`src/design/color_pkg.sv`:
```
package color_pkg;

   localparam int VID_W        = 8;
   localparam int MAX_V        = 32;
   localparam int MAX_E        = 256;
   localparam int COLOR_W      = 6;
   localparam int NUM_COLORS   = 32;
   localparam int QUEUE_DEPTH  = 64;
   localparam int RESULT_DEPTH = 8;

   localparam int VADDR_W = $clog2(MAX_V);
   localparam int EADDR_W = $clog2(MAX_E);

   // load_sel encodings
   localparam logic [1:0] LOAD_VERTEX = 2'd0;
   localparam logic [1:0] LOAD_EDGE   = 2'd1;
   localparam logic [1:0] LOAD_CFG    = 2'd2;

   // config addresses on the load port
   localparam logic [EADDR_W-1:0] CFG_NUM_V     = EADDR_W'(0);
   localparam logic [EADDR_W-1:0] CFG_ENQ_LIMIT = EADDR_W'(1);

   typedef enum logic [1:0] {
      TASK_ENQ,
      TASK_SEND_DEGREE,
      TASK_RECEIVE_DEGREE,
      TASK_RECEIVE_COLOR
   } ttype_e;

   // enq_start carries the list base on neighbour-walk hand-offs
   typedef struct packed {
      ttype_e             ttype;
      logic [VID_W-1:0]   locale;
      logic [VID_W-1:0]   sender;
      logic [15:0]        degree;
      logic [COLOR_W-1:0] color;
      logic [VID_W-1:0]   enq_start;
   } color_task_t;

   typedef struct packed {
      logic [15:0]           eo_begin;
      logic [15:0]           degrees_pending;
      logic [7:0]            colors_pending;
      logic [NUM_COLORS-1:0] bitmap;
      logic [15:0]           degree;
      logic [COLOR_W-1:0]    color;
   } color_data_t;

   typedef struct packed {
      logic [VID_W-1:0]   vertex;
      logic [COLOR_W-1:0] color;
   } color_result_t;

   // load_data carries a whole vertex record
   localparam int LOAD_W = $bits(color_data_t);

endpackage
```
`src/design/color_rw.sv`:
```
`timescale 1ns/1ns

module color_rw (
   input  logic                        clk,
   input  logic                        rstn,
   input  logic                        task_valid,
   input  color_pkg::color_task_t      in_task,
   input  color_pkg::color_data_t      in_data,
   input  logic                        result_credit_return,
   output logic                        wvalid,
   output logic [color_pkg::VID_W-1:0] waddr,
   output color_pkg::color_data_t      wdata,
   output logic                        out_valid,
   output color_pkg::color_task_t      out_task,
   output logic                        result_push,
   output color_pkg::color_result_t    result_data,
   output logic                        busy
);

   localparam int CW = $clog2(color_pkg::RESULT_DEPTH + 1);

   color_pkg::color_data_t            rec;
   color_pkg::color_data_t            nxt;
   color_pkg::color_data_t            fwd_data;
   logic [color_pkg::VID_W-1:0]       fwd_addr;
   logic                              fwd_valid;
   logic [color_pkg::COLOR_W-1:0]     new_color;
   logic [CW-1:0]                     credits;
   logic                              prio;
   logic                              upd;
   logic                              hand;
   logic                              finish;
   logic                              stall;
   logic                              go;

   always_comb begin
      // back-to-back task on the same vertex sees the last write
      rec = (fwd_valid && fwd_addr == in_task.locale) ? fwd_data : in_data;
      prio = (in_task.degree > rec.degree) ||
             ((in_task.degree == rec.degree) && (in_task.sender < in_task.locale));
      nxt    = rec;
      upd    = 1'b0;
      hand   = 1'b0;
      finish = 1'b0;
      case (in_task.ttype)
         color_pkg::TASK_ENQ: begin
            hand = 1'b1;
         end
         color_pkg::TASK_SEND_DEGREE: begin
            if (rec.degree == '0) begin
               upd    = 1'b1;
               finish = 1'b1;
            end else begin
               hand = 1'b1;
            end
         end
         color_pkg::TASK_RECEIVE_DEGREE: begin
            upd = 1'b1;
            nxt.degrees_pending = rec.degrees_pending - 16'd1;
            if (prio) begin
               nxt.colors_pending = rec.colors_pending + 8'd1;
            end
            finish = (nxt.degrees_pending == '0) && (nxt.colors_pending == '0);
         end
         default: begin
            // colours from lower-priority neighbours are ignored
            if (prio) begin
               upd = 1'b1;
               nxt.colors_pending = rec.colors_pending - 8'd1;
               if (in_task.color < color_pkg::COLOR_W'(color_pkg::NUM_COLORS)) begin
                  nxt.bitmap[in_task.color[color_pkg::COLOR_W-2:0]] = 1'b1;
               end
               finish = (nxt.degrees_pending == '0) && (nxt.colors_pending == '0);
            end
         end
      endcase
      // lowest clear bit, 32 when full
      new_color = color_pkg::COLOR_W'(color_pkg::NUM_COLORS);
      for (int i = color_pkg::NUM_COLORS - 1; i >= 0; i--) begin
         if (!nxt.bitmap[i]) begin
            new_color = color_pkg::COLOR_W'(i);
         end
      end
      if (finish) begin
         nxt.color = new_color;
         hand = (rec.degree != '0);
      end
   end

   always_comb begin
      out_task = in_task;
      if (in_task.ttype != color_pkg::TASK_ENQ) begin
         out_task.degree    = rec.degree;
         out_task.enq_start = rec.eo_begin[color_pkg::VID_W-1:0];
      end
      if (finish) begin
         out_task.ttype  = color_pkg::TASK_RECEIVE_COLOR;
         out_task.sender = in_task.locale;
         out_task.color  = new_color;
      end
   end

   assign stall       = task_valid && finish && (credits == '0);
   assign go          = task_valid && !stall;
   assign wvalid      = go && upd;
   assign waddr       = in_task.locale;
   assign wdata       = nxt;
   assign out_valid   = go && hand;
   assign result_push = go && finish;
   assign result_data = '{vertex: in_task.locale, color: new_color};
   assign busy        = task_valid && (stall || hand);

   always_ff @(posedge clk) begin
      if (!rstn) begin
         credits   <= CW'(color_pkg::RESULT_DEPTH);
         fwd_valid <= 1'b0;
      end else begin
         credits   <= credits - CW'(result_push) + CW'(result_credit_return);
         fwd_valid <= wvalid;
      end
   end

   always_ff @(posedge clk) begin
      fwd_addr <= waddr;
      fwd_data <= wdata;
   end

endmodule

```
`config.mk`:
```
export PLATFORM = sky130hd
export DESIGN_NAME = color_rw
export DESIGN_NICKNAME = d
export VERILOG_FILES = /design/src/design/color_pkg.sv /design/src/design/color_rw.sv
export SDC_FILE = /design/constraint.sdc
export NUM_CORES = 1
export LEC_CHECK = 0
export BUFFER_PORTS_ARGS = -buffer_cell sky130_fd_sc_hd__buf_2
export CAP_MARGIN = 0
export CORE_UTILIZATION = 35
export DETAILED_ROUTE_END_ITERATION = 16
export GPL_ROUTABILITY_DRIVEN = 0
export HOLD_SLACK_MARGIN = 0.08
export PLACE_DENSITY = 0.68
export SYNTH_ARGS = -nofsm -noshare
export SYNTH_HDL_FRONTEND = slang
export SYNTH_SLANG_ARGS = --single-unit
```
`constraint.sdc`:
```
create_clock -name clk -period 6.4 [get_ports clk]
set_clock_uncertainty 0.1 [all_clocks]
set_input_delay 0.32 -clock clk [delete_from_list [all_inputs] [get_ports clk]]
set_output_delay 0.32 -clock clk [all_outputs]
set_load 0.05 [all_outputs]
```
==> flow_summary.toml <==
[sta]
report.final.setup_viol = 0
max_freq_mhz = 163
hold_viol_final = 0
min_period_over_period_pct = 95.7
fin_crit_ns = 6.12
tightest_slew_ns = 0.880
relSlewSlack_pct = 41.4
slew_viol_final = 0
fin_tns_setup_ns = 0

[hold_path]
hold_class = "input pin to register"

[critical_path]
cp-end-kind = "output port"
cp-start-kind = "input pin"
cp_slowest_cell = "dlygate4sd3_1"
critPathMaxStageDelay_ns = 0.54
required_ns = 5.98
crit_chain = "dlygate4sd3_1 > buf_2 > xnor2_1 > nand4_1 > nor3_4 > buf_12 > mux2i_1 > ha_1 > nand4_1 > nor4_1 > buf_4 > nor3_1 > nand3_1 > buf_4 > nand2_1 > o21ai_0 > nand3_1 > a41oi_1 > nor2_1 > a2111oi_4 > a21o_1 > buf_2"
path_class = "input pin to output port"
arrival_ns = 5.70
crit_path_max_fanout = 24

[synthesis]
synth_adder_area_share_pct = 5.78
seq_area_frac_synth_pct = 28.6
synth_edf_count = 0
ys_warn_count = 0
syn_inst = 914
synth_flop_cell = "dfxtp_1"
yosys.area_share.simple_pct = 24.0
synth_top_area_share_pct = 28.6
netlist.top_cell.by_area = "dfxtp_1"
mappedNetlistNets = 1094
synthMuxAreaShare_pct = 13.5
synth_cell_type_count = 76
synth_top_family_by_area = "simple AND/OR/NAND/NOR gates"
synth_compound_area_share_pct = 14.8
synth_area_leaders = "dfxtp_1 (29%), mux2i_1 (9.6%), nand2_1 (6.5%)"
synthXorXnorAreaFrac_pct = 5.62
syn_area_per_cell_um2 = 8.19
netlist_area_mm2 = 0.00748
ys_seq_elements = 107
async_flop_share_pct = 0

[die]
core.rowCount = 53
die_width_um = 148
coreArea_mm2 = 0.0210
die_h_um = 148
io_pins = 314
start_util_pct = 35.6
dieArea_mm2 = 0.0220

[cells_and_area]
mostFrequentLayoutCell = "buf_2"
num_antenna_cells = 0
finalNetCount = 1389
area_growth_syn_to_layout_pct = 30.6
final_util_pct = 46.5
final_cell_mix = "buf_2 (311), nand2_1 (129), dfxtp_1 (107)"
stdcell_count = 1489
fillers = 2079
drive_gt1_share_pct = 33.1

[clocking]
ctsRootBufferMaster = "clkbuf_16"
cts_tree = "built"
clk_path_buf_depth = 2
htree_levels = 3
cts.sinks = 107
cts_buffers = 9
clk_pin_slew_ns = 0.07
clock_latency_ns = 0.36

[route]
wl_um = 25600
vias = 7825
drtIter0Drc = 524
ant_nets = 0
wl_per_cell_um = 17.2
drc = 2
avgViaCountPerCell = 5.26
firstDrtPassIters = 11

[outcome]
status = "finished with violations"
violations = "design-rule violations"

[grt]
grt.total_usage_pct = 22.8
grt_max_degree = 49
first_global_vias = 7327
antenna_found_initial = 1
grt_pass1_wl_um = 38900
grt-ovfl-total = 0

[run]
cap_violations = 0

[power]
ir_worst_vdd_v = 0.000116
finalPower_w = 0.00193
p_leak_nw = 4.85
p_per_area_mw_per_mm2 = 197

[placed_design]
dpl.cell_count = 1448
hpwl_um = 20300
io_buffers = 313
cell families (layout without fill, tap and decap cells):
kind of cell | after synthesis | in the layout
compound gates | 165 | 165
xor+xnor | 48 | 48
fa+ha+maj | 34 | 34
buf+inv | 109 | 409
flops | 107 | 107
mux | 93 | 93
simple gates | 358 | 358
power breakdown:
part	switching, W	internal [W]
Clock	0.000267	0.000327
Sequential	0.0000176	0.000707
Combinational	0.000430	0.000181
routing by layer:
layer	part of all wire (%)	track usage (%)	vias to the layer above
met4	2.1	7.32	2
met2	49	39.6	326
met3	7.5	4.94	43
li1	-	-	3836
met1	41	27.8	3618
met5	0.051	0	-
cell usage after synthesis, types with 3 or more instances:
master,number
or3_1,14
and4b_1,3
a31oi_1,18
mux2_4,4
nand4b_1,7
dfxtp_1,107
nor3b_1,6
a22oi_1,5
buf_2,7
o21ai_0,29
a21o_1,5
nor3_1,22
and3_1,10
nor2b_1,6
o211ai_1,4
mux2i_1,72
nor4_1,10
or2_2,4
nand4_1,22
o21ai_1,11
buf_6,7
xor2_1,21
o22ai_1,3
o2111ai_1,5
a211oi_1,5
inv_1,45
ha_1,33
a21oi_1,38
buf_4,27
o21a_1,8
mux2_1,4
mux2_2,8
a32oi_1,3
nor2_1,60
nand3b_1,3
or4_1,3
nand2b_1,11
and2_1,10
xnor2_1,27
nand3_1,28
o31ai_1,6
nand2_1,129
clkbuf_1,21
flip-flops by register name, indices dropped and copies added (netlist names):
signal,cells
fwd_data,94
credits,4
fwd_addr,8
fwd_valid,1
critical path, delay by kind of cell:
family	cells	cell delay [ns]
simple gates	9	1.78
buf+inv	6	1.58
compound gates	4	1.26
mux	1	0.36
xor+xnor	1	0.20
fa+ha+maj	1	0.20
cell type report:
cell class              count  area, µm²  share of cell area, %
well taps                 275        344                   3.52
multi-input cells         698       4870                   49.9
clock buffers              11        253                   2.59
inverters                  45        169                   1.73
flip-flops and latches    107       2140                   21.9
clock inverters             5       61.3                  0.627
repair buffers            348       1930                   19.7
what timing repair did:
item | CTS | global route
endpoints found under the hold margin | 18 | 0
setup endpoints to repair | 0 | 17
buffers inserted | 0 | 7
resized for setup | 0 | 6
hold buffers | 18 | 0
through the flow:
stage,setup slack (ns),instance area [µm²],hold slack (ns)
finish,0.276,9770,0.0943
floorplan,0.0235,7550,0.248
global route,-0.0157,9770,0.0868
global placement,0.574,9170,0.324
CTS,0.0429,9670,0.0836
detailed placement,0.504,9170,0.327
final timing paths:
| path | cells past startpoint | startpoint | to | slack [ns] |
|---|---|---|---|---|
| max | 22 | in_task[42] | wdata[2] | 0.28 |
| min | 3 | in_data[80] | fwd_data[80]$_DFF_P_ | 0.09 |
| max reg2reg | 20 | fwd_addr[0]$_DFF_P_ | credits[2]$_SDFF_PN0_ | 0.78 |
| min reg2reg | 2 | fwd_data[91]$_DFF_P_ | fwd_data[91]$_DFF_P_ | 0.35 |
Power figures use the tool's default switching activity.
