## config.mk

```make
export PLATFORM = sky130hd
export DESIGN_NAME = graph_ram
export DESIGN_NICKNAME = d
export VERILOG_FILES = /design/src/design/graph_ram.sv
export SDC_FILE = /design/constraint.sdc
export NUM_CORES = 1
export LEC_CHECK = 0
export BUFFER_PORTS_ARGS = -buffer_cell sky130_fd_sc_hd__buf_4
export CAP_MARGIN = 20
export CELL_PAD_IN_SITES_DETAIL_PLACEMENT = 2
export CELL_PAD_IN_SITES_GLOBAL_PLACEMENT = 2
export CORE_MARGIN = 2
export CORE_UTILIZATION = 25
export DETAILED_ROUTE_END_ITERATION = 6
export PLACE_DENSITY_LB_ADDON = 0.1
export RECOVER_POWER = 50
export SYNTH_ARGS = -nofsm -noshare
export SYNTH_HDL_FRONTEND = slang
export SYNTH_SLANG_ARGS = --single-unit
```

## constraint.sdc

```tcl
create_clock -name clk -period 2.6 [get_ports clk]
set_input_delay 0.26 -clock clk [delete_from_list [all_inputs] [get_ports clk]]
set_output_delay 0.26 -clock clk [all_outputs]
set_load 0.05 [all_outputs]
```

## src/design/graph_ram.sv

```systemverilog
`timescale 1ns/1ns

module graph_ram #(
   parameter type word_t = logic [7:0],
   parameter int  DEPTH  = 32
) (
   input  logic                     clk,
   input  logic                     wen,
   input  logic [$clog2(DEPTH)-1:0] waddr,
   input  word_t                    wdata,
   input  logic [$clog2(DEPTH)-1:0] raddr,
   output word_t                    rdata
);

   word_t mem [DEPTH];

   // read returns the old word on a same-address write
   always_ff @(posedge clk) begin
      if (wen) begin
         mem[waddr] <= wdata;
      end
      rdata <= mem[raddr];
   end

endmodule

```

==> impl_metrics.py, run 1 <==
metrics = {
    "cells_and_area": {
        "synthToLayoutAreaGrowth_pct": 21.3,
        "drive_gt1_frac": 0.379,
        "fin_util": 0.307,
        "finalNetCount": 520,
        "fin_area_sq_mm": 0.0122,
        "antenna_cells": 0,
        "fillers": 3946,
    },
    "yosys": {
        "syn_avg_cell_area_sq_um": 24.1,
        "synth_area_leaders": "edfxtp_1, mux4_2, dfxtp_1, nor2_1, mux2_2",
        "yosysTopAreaCell": "edfxtp_1",
        "netlist_top_cells_count": "edfxtp_1, mux4_2, nor2_1",
        "ys_seq_elements": 264,
        "synth_cell_types": 15,
        "yosysWarnings": 0,
        "ys_async_sr_fraction": 0,
        "synth-edff-count": 256,
        "syn_area_sq_mm": 0.0101,
        "yosysMostFrequentCell": "edfxtp_1",
        "yosysTopAreaCellShare": 0.765,
        "ys_seq_area_frac": 0.781,
        "ys.flop_type": "edfxtp_1",
        "synth_nets": 437,
        "synth_cells": 417,
    },
    "placement": {
        "io_buffers": 27,
        "gp_congestion": 0.745,
        "placed_area_sq_mm": 0.0112,
        "pre_cts_slack_ns": 0.249,
        "dp_hpwl_mm": 18.3,
    },
    "global_route": {
        "grt_pass1_wl_mm": 40.8,
        "grt_pass1_vias": 5110,
        "grt_max_degree": 33,
        "antenna_found_initial": 0,
        "grtUsageTotal": 0.139,
        "grt-ovfl-total": 0,
    },
    "worst_setup_path": {
        "required_ns": 3.02,
        "cp-start-kind": "register",
        "worstSetupPathType": "reg -> reg",
        "worst-path-buf-inv": 0,
        "cp_top_family": "multiplexers",
        "path_common_cell": "mux4_2",
        "cp.arrival_ns": 2.28,
        "cp-end-kind": "register",
        "slowest_delay_ns": 0.55,
        "path_cells": "mux4_2 -> mux4_2 -> mux2_2",
        "slowest_stage": "mux4_2",
        "critPathMaxFanout": 1,
    },
    "sta": {
        "fmax_ghz": 0.538,
        "min_period_over_period": 0.715,
        "finalSetupTns_ns": 0,
        "drv_slew": 264,
        "period_minus_slack_ns": 1.86,
        "holdWs_ns": 0.0962,
        "tightest_slew_ns": 1.83,
        "fin_skew_ns": 0.0174,
        "relSlewSlack": -0.218,
        "setup_slack_ns": 0.742,
        "hold_viol": 0,
        "rsz0062_at_grt": "no",
        "setup_viol": 0,
    },
    "power_and_ir_drop": {
        "power_density_mw_per_mm2": 797,
        "power.leakage_nw": 3.83,
        "combPwrFrac": 0.059,
        "ir_drop_mv": 0.342,
        "p_sw_frac": 0.211,
        "seq_power_share": 0.491,
        "p_int_w": 0.00767,
        "clockPowerShare": 0.450,
        "netSwitchingPower_w": 0.00205,
    },
    "floorplan": {
        "die_y_um": 205,
        "io_pins": 28,
        "die_w_um": 205,
        "core_area_sq_mm": 0.0397,
        "rows": 73,
        "start_util": 0.253,
        "die_area_sq_mm": 0.0418,
    },
    "routing": {
        "wl_met1_mm": 13.6,
        "ant_nets": 0,
        "route.detailed.drc": 0,
        "drt-pass1-iter-count": 4,
        "drt-total-wl_mm": 28.3,
        "drt-initial-drc-count": 340,
        "wl_per_cell_um": 27.0,
        "top_layer": "met4",
        "viasPerCell": 4.40,
        "met2WireLength_mm": 12.9,
        "met3_length_mm": 1.25,
        "vias": 4610,
    },
    "cts": {
        "cts_made_buffers": 29,
        "path_clk_slew_ns": 0.06,
        "cts_htree_levels": 1,
        "cts_sinks": 264,
        "postCtsHoldBufs": 0,
        "cts_tree": "built",
        "post_cts_buffers": 0,
        "clock_latency_ns": 0.55,
        "cts_max_path_buffers": 3,
        "cts_resized": 0,
        "clockRootBuffer": "clkbuf_16",
    },
    "worst_hold_path": {
        "hold_class": "in -> reg",
    },
    "status": {
        "status": "finished with violations",
        "violations": "capacitance limit, slew limit",
    },
    "run": {
        "drv_cap": 8,
    },
}
[power groups by stage]
stage / Sequential, W / Combinational, W / Clock, W
floorplan: 0.00490 / 0.000252 / 0
detailed placement: 0.00486 / 0.000606 / 0
CTS: 0.00476 / 0.000608 / 0.00453
finish: 0.00477 / 0.000576 / 0.00437
global route: 0.00477 / 0.000620 / 0.00466
global placement: 0.00485 / 0.000595 / 0
[cell type report]
class / instances / area (sq um) / area share
clock buffers: 35 / 778 / 0.0638
clock inverters: 18 / 238 / 0.0195
flip-flops and latches: 264 / 7850 / 0.643
multi-input cells: 133 / 2100 / 0.172
well taps: 525 / 657 / 0.0539
repair buffers: 72 / 578 / 0.0474
[routing by layer]
layer	track usage	vias up
met5	0	-
met4	0.0292	0
met3	0.0208	31
met2	0.214	92
met1	0.210	2542
li1	-	1945
[stage by stage]
| stage | total power [W] | cells |
|---|---|---|
| 3_5_place_dp | 0.00546 | 994 |
| 6_report | 0.00972 | 1047 |
| 3_3_place_gp | 0.00545 | 994 |
| 4_1_cts | 0.00990 | 1047 |
| 5_1_grt | 0.0100 | 1047 |
| 2_1_floorplan | 0.00515 | 417 |
[worst paths after layout]
check / startpoint / endpoint / slack, ns / cells past startpoint
worst max-delay path: mem[31][7] / rdata[7] / 0.74 / 3
worst min-delay path: raddr[3] / rdata[6] / 0.1 / 2
worst max register to register: mem[31][7] / rdata[7] / 0.74 / 3
worst min register to register: mem[2][7] / rdata[7] / 0.93 / 3
[sequential cells by signal (all words and copies together), names as in the netlist]
signal,cells
rdata,8
mem,256
[kinds of logic (layout without fill, tap and decap cells)]
| kind of cell | Yosys count | in the layout | synth area share |
|---|---|---|---|
| buf+inv | 20 | 125 | 0.0106 |
| flops | 264 | 264 | 0.781 |
| mux | 88 | 88 | 0.188 |
| simple gates | 45 | 45 | 0.0207 |
[cell usage in the layout (no fill, tap or decap)]
| master | count |
|---|---|
| edfxtp_1 | 256 |
| mux4_2 | 80 |
| buf_4 | 56 |
| nor2_1 | 33 |
| clkbuf_16 | 29 |
| clkbuf_1 | 13 |
| mux2_2 | 8 |
| dfxtp_1 | 8 |
| clkinv_2 | 6 |
| bufinv_16 | 6 |
| buf_12 | 6 |
| nand3b_1 | 5 |
| clkinv_1 | 5 |
| or3b_2 | 3 |
| clkbuf_8 | 3 |
| nand3_1 | 2 |
| nand2_1 | 1 |
| or3_1 | 1 |
| inv_6 | 1 |
(Power assumes the default switching activity.)
==> inputs of run 2 (changes only) <==
- clock period: 2.6 -> 1.7 ns (I/O delays scaled with it)
==> impl_metrics.py, run 2 (same netlist as run 1, synthesis figures left out) <==
metrics = {
    "status": {
        "status": "finished with violations",
        "violations": "capacitance limit, slew limit, setup timing",
    },
    "global_route": {
        "antenna_found_initial": 1,
        "grtUsageTotal": 0.136,
        "grt-ovfl-total": 0,
        "grt_pass1_vias": 5161,
        "grt_max_degree": 33,
        "grt_pass1_wl_mm": 39.8,
    },
    "worst_setup_path": {
        "critPathMaxFanout": 1,
        "path_cells": "mux4_2 -> mux4_2 -> mux2_4",
        "r2r_end": "rdata[4]",
        "cp-start-kind": "register",
        "ff2ff_path_depth": 3,
        "worst-path-buf-inv": 0,
        "cp-end-kind": "register",
        "required_ns": 2.14,
        "slowest_stage": "mux4_2",
        "path_common_cell": "mux4_2",
        "worstSetupPathType": "reg -> reg",
        "slowest_delay_ns": 0.55,
        "reg2reg_setup_slack_ns": -0.13,
        "cp.arrival_ns": 2.28,
        "cp_top_family": "multiplexers",
        "rr_startpoint": "mem[31][4]",
    },
    "sta": {
        "rsz0062_at_grt": "yes",
        "min_period_over_period": 1.08,
        "fmax_ghz": 0.545,
        "relSlewSlack": -0.188,
        "fin_skew_ns": 0.0127,
        "hold_viol": 0,
        "tightest_slew_ns": 1.78,
        "drv_slew": 265,
        "setup_slack_ns": -0.135,
        "period_minus_slack_ns": 1.83,
        "setup_viol": 8,
    },
    "routing": {
        "wl_per_cell_um": 25.9,
        "ant_nets": 0,
        "viasPerCell": 4.39,
        "vias": 4627,
        "drt-pass1-iter-count": 4,
        "drt-total-wl_mm": 27.3,
        "route.detailed.drc": 0,
        "drt-initial-drc-count": 334,
    },
    "placement": {
        "dp_hpwl_mm": 17.8,
        "gp_congestion": 0.685,
        "io_buffers": 27,
    },
    "cts": {
        "postCtsHoldBufs": 0,
        "path_clk_slew_ns": 0.06,
        "cts_made_buffers": 30,
        "clockRootBuffer": "clkbuf_16",
        "cts_htree_levels": 1,
        "clock_latency_ns": 0.56,
        "cts_max_path_buffers": 3,
        "cts_tree": "built",
        "cts_sinks": 264,
    },
    "cells_and_area": {
        "final_common_cell": "edfxtp_1",
        "synthToLayoutAreaGrowth_pct": 21.4,
        "fin_util": 0.307,
        "finalNetCount": 524,
        "reg.largest.list": "mem: 256 flops, rdata: 8 flops",
        "largest_register_ffs": 256,
        "layout_common_cells": "edfxtp_1, mux4_2, buf_4",
        "regMostFlops": "mem",
        "drive_gt1_frac": 0.369,
    },
    "power_and_ir_drop": {
        "ir_drop_mv": 0.679,
        "power_density_mw_per_mm2": 1190,
        "power_w": 0.0145,
        "power.leakage_nw": 3.84,
    },
    "floorplan": {
        "die_area_sq_mm": 0.0418,
        "core_area_sq_mm": 0.0397,
        "die_y_um": 205,
        "die_w_um": 205,
        "rows": 73,
        "start_util": 0.253,
        "io_pins": 28,
    },
    "worst_hold_path": {
        "hold_class": "in -> reg",
        "whs_endpoint": "rdata[3]",
        "holdCritStartpoint": "raddr[3]",
        "min_path_cells": 2,
    },
    "run": {
        "drv_cap": 8,
    },
}
==> run 2: changes by cell type in the layout (fill, tap and decap cells not counted), sizes merged <==
cell	delta
clkbuf	+3
clkinv	+4
buf	+2
diode	+1
bufinv	-3
==> run 2: cell type report <==
class | count | area [sq um]
clock inverter | 19 | 161
tap | 525 | 657
multi-input combinational | 133 | 2130
timing repair buffer | 75 | 609
antenna | 1 | 2.50
fill | 3905 | 27500
sequential | 264 | 7850
clock buffer | 37 | 798
==> run 2: worst max path at each step <==
stage                     from  endpoint  cells after the start
finish              mem[31][4]  rdata[4]                      3
global route        mem[31][7]  rdata[7]                      3
CTS                 mem[30][7]  rdata[7]                      3
detailed placement    raddr[0]  rdata[7]                      5
global placement      raddr[0]  rdata[7]                      5
floorplan             raddr[0]  rdata[0]                      5
==> run 2: metrics by stage <==
stage	worst slack, ns	hold WS (ns)	instances	TNS [ns]	cell area, sq um
floorplan	-0.0671	0.269	417	-0.536	10200
global route	-0.189	0.0286	1053	-1.26	12200
finish	-0.135	0.0561	1054	-0.917	12200
global placement	-0.545	0.610	997	-3.96	11300
detailed placement	-0.533	0.602	997	-3.94	11300
CTS	-0.167	0.0256	1053	-1.13	12200
==> run 2: layer usage <==
metal,vias to the layer above,global-route usage,part of all wire
met5,-,0,0
met4,0,0.0357,0.014
met3,28,0.0212,0.039
met2,77,0.222,0.49
met1,2561,0.189,0.46
li1,1961,-,-
==> run 2: worst reg2reg max path, cell delays in order, from the launching register on <==
cell and delay, ns:
edfxtp_1 0.36, mux4_2 0.53, mux4_2 0.55, mux2_4 0.28
==> run 2: power by group <==
part / leakage (nW) / total, W / internal, W / switching [W]
Sequential: 2.37 / 0.00729 / 0.00725 / 0.0000480
Combinational: 0.999 / 0.000897 / 0.000366 / 0.000530
Clock: 0.471 / 0.00631 / 0.00376 / 0.00255
Total: 3.84 / 0.0145 / 0.0114 / 0.00313
==> run 2: timing repair <==
action                     4_1_cts  5_1_grt
cloned                           0        0
gates resized for setup          8        0
setup endpoints to repair        8        8
buffers inserted                 0        0
