File: src/design/color_pkg.sv
package color_pkg;

   localparam int VID_W        = 8;
   localparam int MAX_V        = 32;
   localparam int MAX_E        = 256;
   localparam int COLOR_W      = 6;
   localparam int NUM_COLORS   = 32;
   localparam int QUEUE_DEPTH  = 64;
   localparam int RESULT_DEPTH = 8;

   localparam int VADDR_W = $clog2(MAX_V);
   localparam int EADDR_W = $clog2(MAX_E);

   // load_sel encodings
   localparam logic [1:0] LOAD_VERTEX = 2'd0;
   localparam logic [1:0] LOAD_EDGE   = 2'd1;
   localparam logic [1:0] LOAD_CFG    = 2'd2;

   // config addresses on the load port
   localparam logic [EADDR_W-1:0] CFG_NUM_V     = EADDR_W'(0);
   localparam logic [EADDR_W-1:0] CFG_ENQ_LIMIT = EADDR_W'(1);

   typedef enum logic [1:0] {
      TASK_ENQ,
      TASK_SEND_DEGREE,
      TASK_RECEIVE_DEGREE,
      TASK_RECEIVE_COLOR
   } ttype_e;

   // enq_start carries the list base on neighbour-walk hand-offs
   typedef struct packed {
      ttype_e             ttype;
      logic [VID_W-1:0]   locale;
      logic [VID_W-1:0]   sender;
      logic [15:0]        degree;
      logic [COLOR_W-1:0] color;
      logic [VID_W-1:0]   enq_start;
   } color_task_t;

   typedef struct packed {
      logic [15:0]           eo_begin;
      logic [15:0]           degrees_pending;
      logic [7:0]            colors_pending;
      logic [NUM_COLORS-1:0] bitmap;
      logic [15:0]           degree;
      logic [COLOR_W-1:0]    color;
   } color_data_t;

   typedef struct packed {
      logic [VID_W-1:0]   vertex;
      logic [COLOR_W-1:0] color;
   } color_result_t;

   // load_data carries a whole vertex record
   localparam int LOAD_W = $bits(color_data_t);

endpackage
File: src/design/color_worker.sv
`timescale 1ns/1ns

module color_worker (
   input  logic                          clk,
   input  logic                          rstn,
   input  logic                          start,
   input  logic                          load_valid,
   input  logic [1:0]                    load_sel,
   input  logic [color_pkg::EADDR_W-1:0] load_addr,
   input  logic [color_pkg::LOAD_W-1:0]  load_data,
   input  logic                          in_valid,
   input  color_pkg::color_task_t        in_task,
   input  logic [color_pkg::VID_W-1:0]   nbr_data,
   input  logic                          credit_return,
   output logic [color_pkg::EADDR_W-1:0] nbr_addr,
   output logic                          push,
   output color_pkg::color_task_t        push_task,
   output logic                          idle
);

   localparam int CW = $clog2(color_pkg::QUEUE_DEPTH + 1);

   typedef enum logic [1:0] {S_IDLE, S_WALK, S_ENQ} state_e;

   state_e                        state;
   color_pkg::color_task_t        cur;
   logic                          enq_more;
   logic [15:0]                   idx;
   logic [15:0]                   goal;
   logic [CW-1:0]                 credits;
   logic [color_pkg::VID_W-1:0]   num_v;
   logic [color_pkg::VID_W-1:0]   enq_limit;
   logic [color_pkg::VID_W-1:0]   remaining;
   logic [color_pkg::VID_W-1:0]   chunk;
   logic                          more;
   logic                          has_credit;

   // chunk for an incoming enqueue task
   always_comb begin
      remaining = (in_task.enq_start < num_v) ? num_v - in_task.enq_start : '0;
      more      = (remaining > enq_limit);
      chunk     = more ? enq_limit : remaining;
   end

   assign has_credit = (credits != '0);
   assign idle       = (state == S_IDLE);

   always_comb begin
      push      = 1'b0;
      push_task = '0;
      case (state)
         S_IDLE: begin
            push            = start && has_credit;
            push_task.ttype = color_pkg::TASK_ENQ;
         end
         S_WALK: begin
            push             = (idx != goal) && has_credit;
            push_task.ttype  = (cur.ttype == color_pkg::TASK_SEND_DEGREE) ?
                               color_pkg::TASK_RECEIVE_DEGREE : color_pkg::TASK_RECEIVE_COLOR;
            push_task.locale = nbr_data;
            push_task.sender = cur.locale;
            push_task.degree = cur.degree;
            push_task.color  = cur.color;
         end
         default: begin
            push             = (idx != goal) && has_credit;
            push_task.locale = cur.enq_start + idx[color_pkg::VID_W-1:0];
            // last child of a chunk re-enqueues the rest
            if (enq_more && (idx == goal - 16'd1)) begin
               push_task.ttype     = color_pkg::TASK_ENQ;
               push_task.enq_start = push_task.locale;
            end else begin
               push_task.ttype = color_pkg::TASK_SEND_DEGREE;
            end
         end
      endcase
   end

   // lookahead so the next neighbour is ready a cycle after a push
   assign nbr_addr = (state == S_IDLE) ? in_task.enq_start :
                     cur.enq_start + idx[color_pkg::EADDR_W-1:0] + color_pkg::EADDR_W'(push);

   always_ff @(posedge clk) begin
      if (!rstn) begin
         state     <= S_IDLE;
         idx       <= '0;
         goal      <= '0;
         credits   <= CW'(color_pkg::QUEUE_DEPTH);
         num_v     <= '0;
         enq_limit <= '0;
      end else begin
         credits <= credits - CW'(push) + CW'(credit_return);
         if (load_valid && load_sel == color_pkg::LOAD_CFG) begin
            if (load_addr == color_pkg::CFG_NUM_V) begin
               num_v <= load_data[color_pkg::VID_W-1:0];
            end else if (load_addr == color_pkg::CFG_ENQ_LIMIT) begin
               enq_limit <= load_data[color_pkg::VID_W-1:0];
            end
         end
         case (state)
            S_IDLE: begin
               if (in_valid) begin
                  idx <= '0;
                  if (in_task.ttype == color_pkg::TASK_ENQ) begin
                     state <= S_ENQ;
                     goal  <= 16'(chunk) + 16'(more);
                  end else begin
                     state <= S_WALK;
                     goal  <= in_task.degree;
                  end
               end
            end
            default: begin
               if (idx == goal) begin
                  state <= S_IDLE;
               end else if (push) begin
                  idx <= idx + 16'd1;
               end
            end
         endcase
      end
   end

   always_ff @(posedge clk) begin
      if (idle && in_valid) begin
         cur      <= in_task;
         enq_more <= more;
      end
   end

endmodule

File: config.mk
export PLATFORM = sky130hd
export DESIGN_NAME = color_worker
export DESIGN_NICKNAME = d
export VERILOG_FILES = /design/src/design/color_pkg.sv /design/src/design/color_worker.sv
export SDC_FILE = /design/constraint.sdc
export NUM_CORES = 1
export LEC_CHECK = 0
export ABC_CLOCK_PERIOD_IN_PS = 10580
export BUFFER_PORTS_ARGS = -buffer_cell sky130_fd_sc_hd__buf_2
export CORE_ASPECT_RATIO = 0.8
export CORE_MARGIN = 1.5
export CORE_UTILIZATION = 45
export DETAILED_ROUTE_END_ITERATION = 8
export GPL_TIMING_DRIVEN = 0
export PLACE_DENSITY = 0.74
export SYNTH_ARGS = -nofsm -noshare
export SYNTH_HDL_FRONTEND = slang
export SYNTH_SLANG_ARGS = --single-unit
File: constraint.sdc
create_clock -name clk -period 10.58 [get_ports clk]
set_input_delay 0 -clock clk [delete_from_list [all_inputs] [get_ports clk]]
set_output_delay 0 -clock clk [all_outputs]
set_load 0.03 [all_outputs]
==> summary.json <==
{
  "status": "completed",
  "timing.setup.tns_ns": 0,
  "period_minus_slack_ns": 4.07,
  "antenna_found_initial": 0,
  "p_clk_share_pct": 29.6,
  "avgSynthCellArea_um2": 8.98,
  "numClockSinks": 98,
  "post_synthesis_sequential_element_count": 98,
  "drt_first_pass_iters": 5,
  "dieHeight_um": 106,
  "rows": 37,
  "cell_breakdown_of_the_critical_path": "dlygate4sd3_1 > buf_2 > inv_1 > ha_1 > nor2b_1 > o21ai_0 > a21oi_1 > o31ai_1 > or2_2 > inv_1 > ha_1 > nand4_1 > nor2_1 > o31ai_1 > clkbuf_1 > nor2_1 > a221oi_1",
  "final.setup_skew_ns": 0.00759,
  "timing.critical_path.from": "in_task[2]",
  "insertedDiodeCount": 0,
  "die_width_um": 132,
  "worst_setup_ep_type": "register",
  "comb_power_share_pct": 30.2,
  "grt_pass1_wl_mm": 25.7,
  "intPower_uw": 751,
  "setup-violations-final": 0,
  "drive_above_1_share_pct": 19.0,
  "num_vias": 5489,
  "design.portCount": 224,
  "worstSetupPathDepth": 17,
  "grt_start_max_net_pins": 43,
  "switching_share_pct": 32.6,
  "p_leak_nw": 3.50,
  "power_frac_seq_pct": 40.3,
  "peak_supply_drop_mv": 0.154,
  "totalWireLength_mm": 16.1,
  "final_common_cell": "sky130_fd_sc_hd__buf_2",
  "final_cell_mix": "134 x sky130_fd_sc_hd__buf_2, 70 x sky130_fd_sc_hd__nor2_1, 57 x sky130_fd_sc_hd__dfxtp_1, 49 x sky130_fd_sc_hd__dlygate4sd3_1",
  "maxClockFrequency_mhz": 246,
  "final.fill_count": 1103,
  "gpl.final_weighted_congestion": 0.912,
  "tightest_slew_ns": 0.960,
  "syn-instance-count": 665,
  "worst-path-buf-inv": 5,
  "min_period_over_period_pct": 38.5,
  "htree_levels": 3,
  "number_of_cells_on_the_worst_reg_to_reg_path": 16,
  "tritoncts_clock_tree": "done",
  "synth.distinct_cells": 57,
  "first_iter_violations": 446,
  "critical_path_rt_ns": 10.82,
  "worstHoldPathType": "in2reg",
  "r2r-end": "goal[0]",
  "detail_route.wl_per_cell_um": 15.6,
  "path_delay_family": "compound AO/OA/AOI/OAI gates",
  "synth_enable_flop_cells": 41,
  "clk_path_buf_depth": 2,
  "worst_slew_margin_rel_pct": 35.4,
  "total_power_mw": 1.11,
  "areaGrowthSynthToFinish_pct": 28.1,
  "start_util_pct": 46.2,
  "critical-path-max-stage-delay_ns": 0.67,
  "switchingPower_uw": 363,
  "remaining_drc_errors": 0,
  "worst-setup-path-type": "in2reg",
  "design.die.area_um2": 14000,
  "critical_path.endpoint": "goal[0]",
  "clock_pin_transition_on_the_worst_setup_and_hold_timing_paths_ns": 0.06,
  "cts_buffers": 9,
  "max_cap_viol_count": 0,
  "unrepaired_setup_endpoints_after_global_routing": "no",
  "grt_use_total_pct": 23.3,
  "postRouteAntennaNets": 0,
  "floorplan.core_area_um2": 12900,
  "dp.final_hpwl_mm": 12.0,
  "power_density_over_the_cells_nw_per_um2": 146,
  "critical_path_peak_fanout": 10,
  "first_global_vias": 5029,
  "critPathArrivalTime_ns": 4.31,
  "final.setup.worst_slack_ns": 6.51,
  "dr_vias_cell": 5.30,
  "yosys_warnings": 0,
  "critical_path.reg2reg.startpoint": "num_v[0]",
  "syn_nets": 870,
  "leading_register_cell_type_out_of_synthesis": "sky130_fd_sc_hd__dfxtp_1",
  "worstSkewPairLatency_ns": 0.35,
  "final_max_tran_viols": 0,
  "post-place-ws_ns": 6.65,
  "share_of_synthesized_registers_carrying_an_async_set_or_reset_pct": 0,
  "syn-cell-area_um2": 5970,
  "setup.worst_path.start_class": "input pin",
  "synth-seq-area-share_pct": 39.7,
  "port_buffers": 129,
  "total_congestion_overflow": 0,
  "nets": 1060,
  "cp_slowest_cell": "sky130_fd_sc_hd__o31ai_1",
  "hold_viol": 0,
  "dpl-instance-area_um2": 6860,
  "final_cell_area_um2": 7650,
  "ctsRootBufferMaster": "sky130_fd_sc_hd__clkbuf_16",
  "rrSetupSlack_ns": 6.55
}
## metrics by stage
stage / hold slack [ns] / instances / utilization [%]
final: 0.0223 / 1035 / 59.2
after floorplan: 0.0989 / 665 / -
after global placement: 0.177 / 969 / 52.9
after CTS: 0.0115 / 1035 / 59.2
after global routing: 0.0409 / 1035 / 59.2
after detailed placement: 0.179 / 970 / 53.1
## metal layers
metal	track usage, %	vias up	wire length, µm
met2	36.9	233	7060
li1	-	2722	-
met4	5.08	0	183
met3	4.34	23	1110
met5	0	-	0
met1	33.1	2511	7790
## sequential cells by signal, summed over array words and instances (netlist names)
signal and flops:
idx 16, goal 16, enq_limit 8, cur 40, enq_more 1, num_v 8
credits 7, state 2
## power groups by stage
stage | logic, mW | clock network [mW] | registers, mW
after floorplan | 0.234 | 0 | 0.451
after global placement | 0.308 | 0 | 0.456
after detailed placement | 0.316 | 0 | 0.456
after CTS | 0.334 | 0.336 | 0.448
after global routing | 0.375 | 0.353 | 0.452
final | 0.336 | 0.329 | 0.449
## area by class of cell
class                           count  area [µm²]  area share, %
Clock inverter                      6        73.8          0.965
Timing Repair Buffer              179        1160           15.1
Buffer                             29         124           1.62
Multi-Input combinational cell    494        3310           43.3
Sequential cell                    98        2370           31.0
Clock buffer                       10         229           2.99
Inverter                           44         165           2.16
Tap cell                          175         219           2.86
## how the worst min path moves through the flow
stage | from | to | slack [ns] | depth (start not counted)
2_1_floorplan | in_task[0] | cur[0] | 0.1 | 0
3_3_place_gp | in_task[8] | cur[8] | 0.18 | 1
3_5_place_dp | in_task[40] | cur[40] | 0.18 | 1
4_1_cts | rstn | goal[7] | 0.01 | 3
5_1_grt | rstn | goal[7] | 0.04 | 3
6_report | rstn | goal[7] | 0.02 | 3
## Yosys cell counts, types with 3 or more instances
library cell | count | area [µm²]
sky130_fd_sc_hd__buf_2 | 5 | 25.0
sky130_fd_sc_hd__dfxtp_1 | 57 | 1140
sky130_fd_sc_hd__xor2_1 | 36 | 315
sky130_fd_sc_hd__and2_1 | 33 | 206
sky130_fd_sc_hd__o211ai_1 | 7 | 52.6
sky130_fd_sc_hd__a21o_1 | 3 | 22.5
sky130_fd_sc_hd__inv_1 | 41 | 154
sky130_fd_sc_hd__and3_1 | 14 | 87.6
sky130_fd_sc_hd__o21bai_1 | 3 | 22.5
sky130_fd_sc_hd__nor4_1 | 5 | 31.3
sky130_fd_sc_hd__nand2_1 | 40 | 150
sky130_fd_sc_hd__or3_1 | 9 | 56.3
sky130_fd_sc_hd__or4_1 | 5 | 37.5
sky130_fd_sc_hd__o31ai_1 | 3 | 22.5
sky130_fd_sc_hd__nand3_1 | 26 | 130
sky130_fd_sc_hd__a211oi_1 | 8 | 60.1
sky130_fd_sc_hd__mux2i_1 | 20 | 200
sky130_fd_sc_hd__or2_2 | 5 | 31.3
sky130_fd_sc_hd__edfxtp_1 | 41 | 1230
sky130_fd_sc_hd__nand2b_1 | 4 | 25.0
sky130_fd_sc_hd__clkbuf_1 | 21 | 78.8
sky130_fd_sc_hd__fa_1 | 3 | 60.1
sky130_fd_sc_hd__a22o_1 | 3 | 26.3
sky130_fd_sc_hd__nor2b_1 | 9 | 56.3
sky130_fd_sc_hd__a21oi_1 | 33 | 165
sky130_fd_sc_hd__ha_1 | 36 | 450
sky130_fd_sc_hd__nor3b_1 | 3 | 22.5
sky130_fd_sc_hd__nor3_1 | 24 | 120
sky130_fd_sc_hd__nand4_1 | 16 | 100
sky130_fd_sc_hd__nor2_1 | 70 | 263
sky130_fd_sc_hd__a221oi_1 | 3 | 26.3
sky130_fd_sc_hd__xnor2_1 | 24 | 210
sky130_fd_sc_hd__o21ai_0 | 21 | 105
sky130_fd_sc_hd__a31oi_1 | 3 | 18.8
## cell families after synthesis
family | after synthesis | synth area share (%)
and+or+nand+nor | 269 | 23.1
AOI/OAI and AO/OA | 104 | 11.2
muxes | 21 | 3.54
buffers and inverters | 73 | 4.82
xor gates and xnor gates | 61 | 9.07
adders and majority gates | 39 | 8.55
DFF | 98 | 39.7
## what timing repair did
item / 4_1_cts / 5_1_grt
endpoints found under the hold margin: 64 / 0
setup buffers: 0 / 0
resized for setup: 0 / 0
hold buffers: 49 / 0
## tightest hold or removal path: cells and delay by family
kind                   cells  cell delay [ns]
buffers and inverters      1             0.14
AOI/OAI and AO/OA          2             0.17
Power figures use the tool's default switching activity.
