## config.mk

```make
export PLATFORM = sky130hd
export DESIGN_NAME = credit_fifo
export DESIGN_NICKNAME = d
export VERILOG_FILES = /design/src/design/credit_fifo.sv
export SDC_FILE = /design/constraint.sdc
export NUM_CORES = 1
export LEC_CHECK = 0
export BUFFER_PORTS_ARGS = -buffer_cell sky130_fd_sc_hd__buf_2
export CAP_MARGIN = 20
export CORE_MARGIN = 5
export CORE_UTILIZATION = 35
export CTS_CLUSTER_DIAMETER = 60
export DETAILED_ROUTE_END_ITERATION = 10
export MAX_ROUTING_LAYER = met4
export PLACE_DENSITY = 0.55
export SLEW_MARGIN = 10
export SYNTH_ARGS = -nofsm -noshare
export SYNTH_HDL_FRONTEND = slang
export SYNTH_SLANG_ARGS = --single-unit
```

## constraint.sdc

```tcl
create_clock -name clk -period 2.85 [get_ports clk]
set_input_delay 0.57 -clock clk [delete_from_list [all_inputs] [get_ports clk]]
set_output_delay 0.57 -clock clk [all_outputs]
set_load 0.02 [all_outputs]
```

## src/design/credit_fifo.sv

```systemverilog
`timescale 1ns/1ns

module credit_fifo #(
   parameter type payload_t = logic [7:0],
   parameter int  DEPTH     = 8
) (
   input  logic     clk,
   input  logic     rstn,
   input  logic     push,
   input  payload_t push_data,
   input  logic     pop,
   output logic     credit_return,
   output payload_t pop_data,
   output logic     empty
);

   localparam int AW = $clog2(DEPTH);

   payload_t       mem [DEPTH];
   logic [AW-1:0]  wr_ptr;
   logic [AW-1:0]  rd_ptr;
   logic [AW:0]    count;
   logic           do_pop;

   assign empty    = (count == '0);
   assign do_pop   = pop && !empty;
   // show-ahead head of queue
   assign pop_data = mem[rd_ptr];

   always_ff @(posedge clk) begin
      if (!rstn) begin
         wr_ptr        <= '0;
         rd_ptr        <= '0;
         count         <= '0;
         credit_return <= 1'b0;
      end else begin
         if (push) begin
            wr_ptr <= (wr_ptr == AW'(DEPTH - 1)) ? '0 : wr_ptr + 1'b1;
         end
         if (do_pop) begin
            rd_ptr <= (rd_ptr == AW'(DEPTH - 1)) ? '0 : rd_ptr + 1'b1;
         end
         count         <= count + (AW + 1)'(push) - (AW + 1)'(do_pop);
         // one credit back per pop, a cycle later
         credit_return <= do_pop;
      end
   end

   always_ff @(posedge clk) begin
      if (push) begin
         mem[wr_ptr] <= push_data;
      end
   end

endmodule

```

==> results of run 1 <==
## Yosys cell counts (3+ instances only)
cell      number
and2_1         6
clkbuf_1       3
dfxtp_1       14
edfxtp_1      64
ha_1           9
inv_1          8
mux2_2         8
mux2i_1        4
mux4_1        15
nand2_1        9
nand2b_1       4
nor2_1         7
## worst paths after layout
kind / endpoint / slack, ps / cells after the start / start
setup / recovery: pop_data[3] / 320 / 4 / flop
hold / removal: credit_return$_SDFF_PN0_ / 490 / 2 / pop
setup reg to reg: count[2]$_SDFF_PN0_ / 340 / 10 / count[2]$_SDFF_PN0_
hold reg to reg: rd_ptr[1]$_SDFFE_PN0N_ / 500 / 2 / rd_ptr[1]$_SDFFE_PN0N_
## cells by family (layout without fill, tap and decap cells)
kind of cell             Yosys count  count (layout)
buffers and inverters             15              55
flip-flops                        78              78
AND/OR/NAND/NOR                   33              33
multiplexers                      28              28
XOR/XNOR                           1               1
AO/OA/AOI/OAI                      5               5
adder cells (fa/ha/maj)           10              10
## sequential cells by signal (all words and copies together) (netlist names), named ones only
name and cells:
wr_ptr 3, count 4, credit_return 1, rd_ptr 3, mem 64
## layout make-up
type / count / area, um2 / area share [%]
clock buffer: 10 / 128 / 3.51
clock inverter: 6 / 76.3 / 2.10
inverter: 8 / 30.0 / 0.826
multi-input combinational: 77 / 885 / 24.3
sequential: 78 / 2200 / 60.6
tap: 108 / 135 / 3.72
timing repair buffer: 31 / 180 / 4.96
## through the flow
| step | instance area [um2] | std cells | power [uW] | setup slack, ps |
|---|---|---|---|---|
| global route | 3640 | 318 | 2890 | 187 |
| floorplan | 3170 | 170 | 1790 | 374 |
| global placement | 3430 | 302 | 1920 | 367 |
| CTS | 3640 | 318 | 2780 | 281 |
| detailed placement | 3430 | 302 | 1930 | 326 |
| finish | 3640 | 318 | 2740 | 323 |
## worst reg2reg max path: cells and delay by family, from the launching register on
| kind | cells | cell delay [ps] |
|---|---|---|
| adders and majority gates | 4 | 1010 |
| and+or+nand+nor | 3 | 870 |
| buffers and inverters | 2 | 110 |
| DFF | 1 | 300 |
| xor gates and xnor gates | 1 | 140 |
## power by group
| group | internal, uW | switching, uW |
|---|---|---|
| Sequential | 1300 | 44.0 |
| Combinational | 267 | 278 |
| Clock | 483 | 371 |
| Total | 2050 | 693 |
## per-layer routing
layer	routed length, um	vias to the layer above	GRT usage, %
met5	0	-	-
met4	95	0	5.75
met3	152	8	2.28
met2	2600	26	16.2
met1	2530	748	13.5
li1	-	731	-
==> run summary, run 1 <==
largest net degree at the start of global routing: 17
final hold vios: 0
CTS tree: yes
mux cell area share after synthesis: 17.3%
RSZ-0062 raised after global routing: false
P&R area growth vs syn: 14.8%
area leader, netlist: edfxtp_1
Synth Area in Simple Gates: 5.29%
Crit Path Max Fanout: 16
max cap viols: 0
die height: 105 um
maximum clock frequency: 396 MHz
io pins: 22
final setup violation count: 0
Starting DRT DRC Count: 106
post-synthesis instance total: 170
number of flops mapped to enable cells by yosys: 64
share of layout cells above drive strength 1: 25.2%
vias in the first global route: 1619
Worst Setup End Kind: output pin
ys async rst share: 0%
Yosys reg bits: 78
critical path class: reg2out
fill cell count: 803
cts-stage hold buffer count: 0
Avg Cell Area, Syn: 18.6 um2
Final min period: 2530 ps
Inserted Clock Buffers: 9
Seq/Total Area, Yosys: 69.5%
PostCTS Resize Cnt: 0
worst endpoint required time: 2280 ps
Synth Flop Type: edfxtp_1
# H-tree levels: 3
Slew @ Worst Pin: 724 ps
Max transition margin: 51.4%
total track usage: 10.7%
Clock Sinks: 78
clk buf depth: 2
Yosys cell types: 29
Yosys top cell area share: 60.7%
drt wl/cell: 16.9 um
static leakage: 0.00130 uW
DR vias/cell: 4.76
cell family with most CP delay: multiplexers
Synth Warn #: 0
Die X: 105 um
worst hold-check path type: in2reg
post-layout util: 41.5%
Post-Synthesis Cell Area: 3170 um2
initial antenna violation count: 0
status: completed
main area contributors after synthesis: edfxtp_1, mux4_1, dfxtp_1
Initial Util: 36.2%
peak supply drop: 0.310 mV
sum of negative setup slack: 0 ps
smallest hold slack: 487 ps
global-route wire length before repair: 8690 um
clock slew seen by the registers of the worst setup and hold paths: 80 ps
CP max stage delay: 590 ps
routability congestion estimate: 0.740
CP cell instances: buf_4, mux4_1, mux2_2, buf_2
largest family of logic cells by synthesized area: multiplexers
worst path bufs/invs: 2
Slowest cell on crit path: mux4_1
Vias: 1513
die area: 11100 um2
total wire length: 5380 um
most frequent cells in the layout: edfxtp_1, buf_2, mux4_1, dfxtp_1, buf_4
XOR/XNOR Fraction of Synth Area: 0.276%
core area: 8760 um2
First-pass DRT Iterations: 5
Nets: 227
PwrDens: 754 nW/um2
total setup buffers inserted after CTS: 0
final antenna diode count: 0
Layout Skew: 7.51 ps
# DRC: 0
adder-cell share of the synthesized area: 4.19%
Std-Cell Rows: 34
Port Buf Inserts: 21
compound-cell area share of the yosys netlist: 0.908%
grt ovf: 0
later-pin clock latency in the skew report: 340 ps
hpwl dp: 3520 um
most common cell after layout, fill and taps aside: edfxtp_1
Crit path arrival time: 1960 ps
clk root buf: clkbuf_8
Startpoint Class: flop
period utilisation layout: 88.7%
Mapped Nets: 192
Slew Limit Fails: 0
Routed Antenna Nets: 0
No activity file was read; power rests on OpenSTA's default activity.
==> inputs of run 2 (changes only) <==
--- a/config.mk
+++ b/config.mk
@@ -9,6 +9,7 @@
 export CAP_MARGIN = 20
 export CORE_MARGIN = 5
 export CORE_UTILIZATION = 35
+export CTS_BUF_LIST = sky130_fd_sc_hd__clkbuf_16
 export CTS_CLUSTER_DIAMETER = 60
 export DETAILED_ROUTE_END_ITERATION = 10
 export MAX_ROUTING_LAYER = met4
==> run summary, run 2 (same netlist as run 1, synthesis figures left out) <==
Place WS: 326 ps
Worst Hold End: rd_ptr[1]$_SDFFE_PN0N_
PostCTS Resize Cnt: 0
worst endpoint required time: 2280 ps
Slew Limit Fails: 0
max FFs per register: 64
Std-Cell Rows: 34
maximum clock frequency: 397 MHz
static leakage: 0.00135 uW
Initial Util: 36.2%
peak supply drop: 0.249 mV
Layout Skew: 3.99 ps
total wire length: 5420 um
Worst Setup End Kind: output pin
critical path class: reg2out
Crit path arrival time: 1950 ps
most common cell after layout, fill and taps aside: edfxtp_1
share of layout cells above drive strength 1: 25.2%
Clock Sinks: 78
sum of negative setup slack: 0 ps
total track usage: 10.8%
cts-stage hold buffer count: 0
status: completed
hpwl dp: 3520 um
routability congestion estimate: 0.740
depth of the worst hold-timing path: 2
Max transition margin: 51.2%
drt wl/cell: 17.0 um
total setup buffers inserted after CTS: 0
vias in the first global route: 1610
RSZ-0062 raised after global routing: false
Vias: 1513
final hold vios: 0
Routed Antenna Nets: 0
CTS tree: yes
Startpoint Class: flop
Slew @ Worst Pin: 727 ps
grt ovf: 0
io pins: 22
# H-tree levels: 3
clk root buf: clkbuf_16
worst hold-check path type: reg2reg
P&R area growth vs syn: 18.0%
Reg with most FFs: mem
Worst Setup Slack, final: 329 ps
max cap viols: 0
Reg2Reg Depth: 10
Inserted Clock Buffers: 9
Crit Path Max Fanout: 16
PwrDens: 815 nW/um2
Reg2Reg Launch Point: count[2]$_SDFF_PN0_
Nets: 227
clock slew seen by the registers of the worst setup and hold paths: 50 ps
core area: 8760 um2
Die X: 105 um
# DRC: 0
placed standard-cell area: 3430 um2
biggest regs: mem x64, count x4
initial antenna violation count: 0
period utilisation layout: 88.5%
later-pin clock latency in the skew report: 330 ps
First-pass DRT Iterations: 4
final antenna diode count: 0
die height: 105 um
clk buf depth: 2
Power Total: 3050 uW
Port Buf Inserts: 21
Starting DRT DRC Count: 103
final setup violation count: 0
r2r endpoint: count[2]$_SDFF_PN0_
Design Area, Final: 3740 um2
fill cell count: 787
DR vias/cell: 4.76
Final min period: 2520 ps
min-delay src: rd_ptr[1]$_SDFFE_PN0N_
die area: 11100 um2
most frequent cells in the layout: edfxtp_1, buf_2, mux4_1, dfxtp_1, buf_4
largest net degree at the start of global routing: 17
global-route wire length before repair: 8700 um
FF-to-FF setup slack: 340 ps
run 2: cell type report:
cell class,instances,area [um2],area share [%]
clock buffers,9,225,6.03
clock inverters,7,80.1,2.14
inverters,8,30.0,0.803
multi-input cells,77,885,23.7
flip-flops and latches,78,2200,58.9
well taps,108,135,3.62
repair buffers,31,180,4.82
run 2: worst max path at each step:
stage	end	cells past startpoint	slack, ps
floorplan	count[2]$_SDFF_PN0_	11	370
global placement	count[2]$_SDFF_PN0_	10	370
detailed placement	count[2]$_SDFF_PN0_	10	330
CTS	pop_data[3]	4	300
global route	count[2]$_SDFF_PN0_	10	190
finish	pop_data[3]	4	330
run 2: where the power goes:
group | internal (uW) | leakage, uW | total, uW | switching [uW]
Combinational | 267 | 0.000503 | 546 | 279
Clock | 752 | 0.000153 | 1160 | 405
Sequential | 1300 | 0.000696 | 1340 | 44.3
Total | 2320 | 0.00135 | 3050 | 728
run 2: per-stage QoR:
step                      instances  util, %  hold WS (ps)
final                           318     42.6           495
after global routing            318     42.6           506
after CTS                       318     42.6           493
after detailed placement        302     39.2           493
after global placement          302     39.2           489
after floorplan                 170        -           454
run 2: routing by layer:
| layer | vias up | wire [um] | global-route usage (%) |
|---|---|---|---|
| met4 | 0 | 80 | 5.48 |
| li1 | 732 | - | - |
| met3 | 6 | 174 | 2.84 |
| met2 | 21 | 2630 | 16.1 |
| met5 | - | 0 | - |
| met1 | 754 | 2530 | 13.6 |
run 2: worst max-delay path, cell delays in order (launching register included):
cell and delay (ps):
dfxtp_1 300, buf_4 280, mux4_1 590, mux2_2 290, buf_2 160
==> inputs of run 3 (changes only) <==
--- a/config.mk
+++ b/config.mk
@@ -9,7 +9,7 @@
 export CAP_MARGIN = 20
 export CORE_MARGIN = 5
 export CORE_UTILIZATION = 35
-export CTS_BUF_LIST = sky130_fd_sc_hd__clkbuf_16
+export CTS_BUF_LIST = sky130_fd_sc_hd__clkbuf_4 sky130_fd_sc_hd__clkbuf_8
 export CTS_CLUSTER_DIAMETER = 60
 export DETAILED_ROUTE_END_ITERATION = 10
 export MAX_ROUTING_LAYER = met4
==> run summary, run 3 (same netlist as run 1, synthesis figures left out) <==
initial antenna violation count: 0
worst endpoint required time: 2280 ps
share of layout cells above drive strength 1: 25.7%
PostCTS Resize Cnt: 0
Nets: 227
r2r endpoint: count[2]$_SDFF_PN0_
DR vias/cell: 4.75
io pins: 22
peak supply drop: 0.310 mV
global-route wire length before repair: 8690 um
PwrDens: 756 nW/um2
Reg2Reg Depth: 10
RSZ-0062 raised after global routing: false
sequential power share: 48.8%
max FFs per register: 64
Gate power share: 19.8%
clk buf depth: 2
P_sw: 694 uW
sum of negative setup slack: 0 ps
Vias: 1509
grt ovf: 0
hpwl dp: 3520 um
Max transition margin: 51.4%
Routed Antenna Nets: 0
Crit path arrival time: 1960 ps
vias in the first global route: 1617
Worst Setup Slack, final: 321 ps
period utilisation layout: 88.7%
Reg with most FFs: mem
P_int: 2060 uW
static leakage: 0.00131 uW
worst hold-check path type: in2reg
routability congestion estimate: 0.740
Initial Util: 36.2%
total wire length: 5360 um
Slowest cell on crit path: mux4_1
Slew Limit Fails: 0
First-pass DRT Iterations: 4
P&R area growth vs syn: 14.9%
Worst Setup End Kind: output pin
most common cell after layout, fill and taps aside: edfxtp_1
core area: 8760 um2
CTS tree: yes
biggest regs: mem x64, count x4
Startpoint Class: flop
final hold vios: 0
Clock Sinks: 78
status: completed
maximum clock frequency: 395 MHz
Port Buf Inserts: 21
later-pin clock latency in the skew report: 340 ps
drt wl/cell: 16.9 um
Die X: 105 um
max cap viols: 0
Std-Cell Rows: 34
# H-tree levels: 3
final antenna diode count: 0
total setup buffers inserted after CTS: 0
CP cell instances: buf_4, mux4_1, mux2_2, buf_2
Final min period: 2530 ps
die height: 105 um
final setup violation count: 0
die area: 11100 um2
critical path class: reg2out
clk root buf: clkbuf_8
most frequent cells in the layout: edfxtp_1, buf_2, mux4_1, dfxtp_1, buf_4
Inserted Clock Buffers: 9
largest net degree at the start of global routing: 17
Clock power frac: 31.4%
switch share: 25.2%
CP Capture Point: pop_data[3]
Reg2Reg Launch Point: count[2]$_SDFF_PN0_
Layout Skew: 7.48 ps
CP max stage delay: 590 ps
# DRC: 0
FF-to-FF setup slack: 340 ps
Crit Path Max Fanout: 16
clock slew seen by the registers of the worst setup and hold paths: 80 ps
total track usage: 10.7%
cts-stage hold buffer count: 0
Starting DRT DRC Count: 112
fill cell count: 805
Place WS: 326 ps
Slew @ Worst Pin: 724 ps
## run 3: changes by cell type in the layout (fill, tap and decap cells not counted)
| cell | delta |
|---|---|
| clkbuf_16 | -9 |
| clkbuf_8 | +9 |
| clkbuf_4 | +1 |
| inv_1 | -1 |
## run 3: how the worst min path moves through the flow
stage	from	endpoint	slack (ps)	cells after the start
2_1_floorplan	rd_ptr[1]$_SDFFE_PN0N_	flop	450	2
6_report	pop	credit_return$_SDFF_PN0_	490	2
5_1_grt	pop	credit_return$_SDFF_PN0_	480	2
4_1_cts	pop	credit_return$_SDFF_PN0_	470	2
3_5_place_dp	rd_ptr[1]$_SDFFE_PN0N_	rd_ptr[1]$_SDFFE_PN0N_	490	2
3_3_place_gp	rd_ptr[2]$_SDFFE_PN0N_	rd_ptr[2]$_SDFFE_PN0N_	490	2
## run 3: layout make-up
type	count	area [um2]	area share, %
flip-flops and latches	78	2200	60.5
multi-input cells	77	885	24.3
repair buffers	31	180	4.95
well taps	108	135	3.71
clock buffers	10	131	3.61
clock inverters	6	76.3	2.10
inverters	8	30.0	0.825
## run 3: power by group through the flow
stage | logic [uW] | registers, uW | clock network (uW)
global placement | 550 | 1370 | 0
floorplan | 440 | 1350 | 0
finish | 546 | 1340 | 864
detailed placement | 558 | 1370 | 0
CTS | 561 | 1340 | 883
global route | 613 | 1350 | 934
## run 3: per-stage QoR
stage	instances	hold WS (ps)	util [%]	total power, uW	instance area (um2)
6_report	318	486	41.5	2750	3640
5_1_grt	318	480	41.5	2900	3640
4_1_cts	318	475	41.5	2790	3640
3_5_place_dp	302	493	39.2	1930	3430
3_3_place_gp	302	489	39.2	1920	3430
2_1_floorplan	170	454	-	1790	3170
## run 3: metal layers
layer / global-route usage, % / part of all wire (%) / vias up
met5: - / 0 / -
met4: 5.75 / 1.9 / 0
met3: 2.28 / 2.4 / 9
met2: 16.2 / 49 / 20
met1: 13.5 / 47 / 749
li1: - / - / 731
## run 3: critical path, delay by kind of cell, from the launching register on
| kind | cells | cell delay (ps) |
|---|---|---|
| buffers and inverters | 2 | 430 |
| flip-flops | 1 | 310 |
| multiplexers | 2 | 880 |
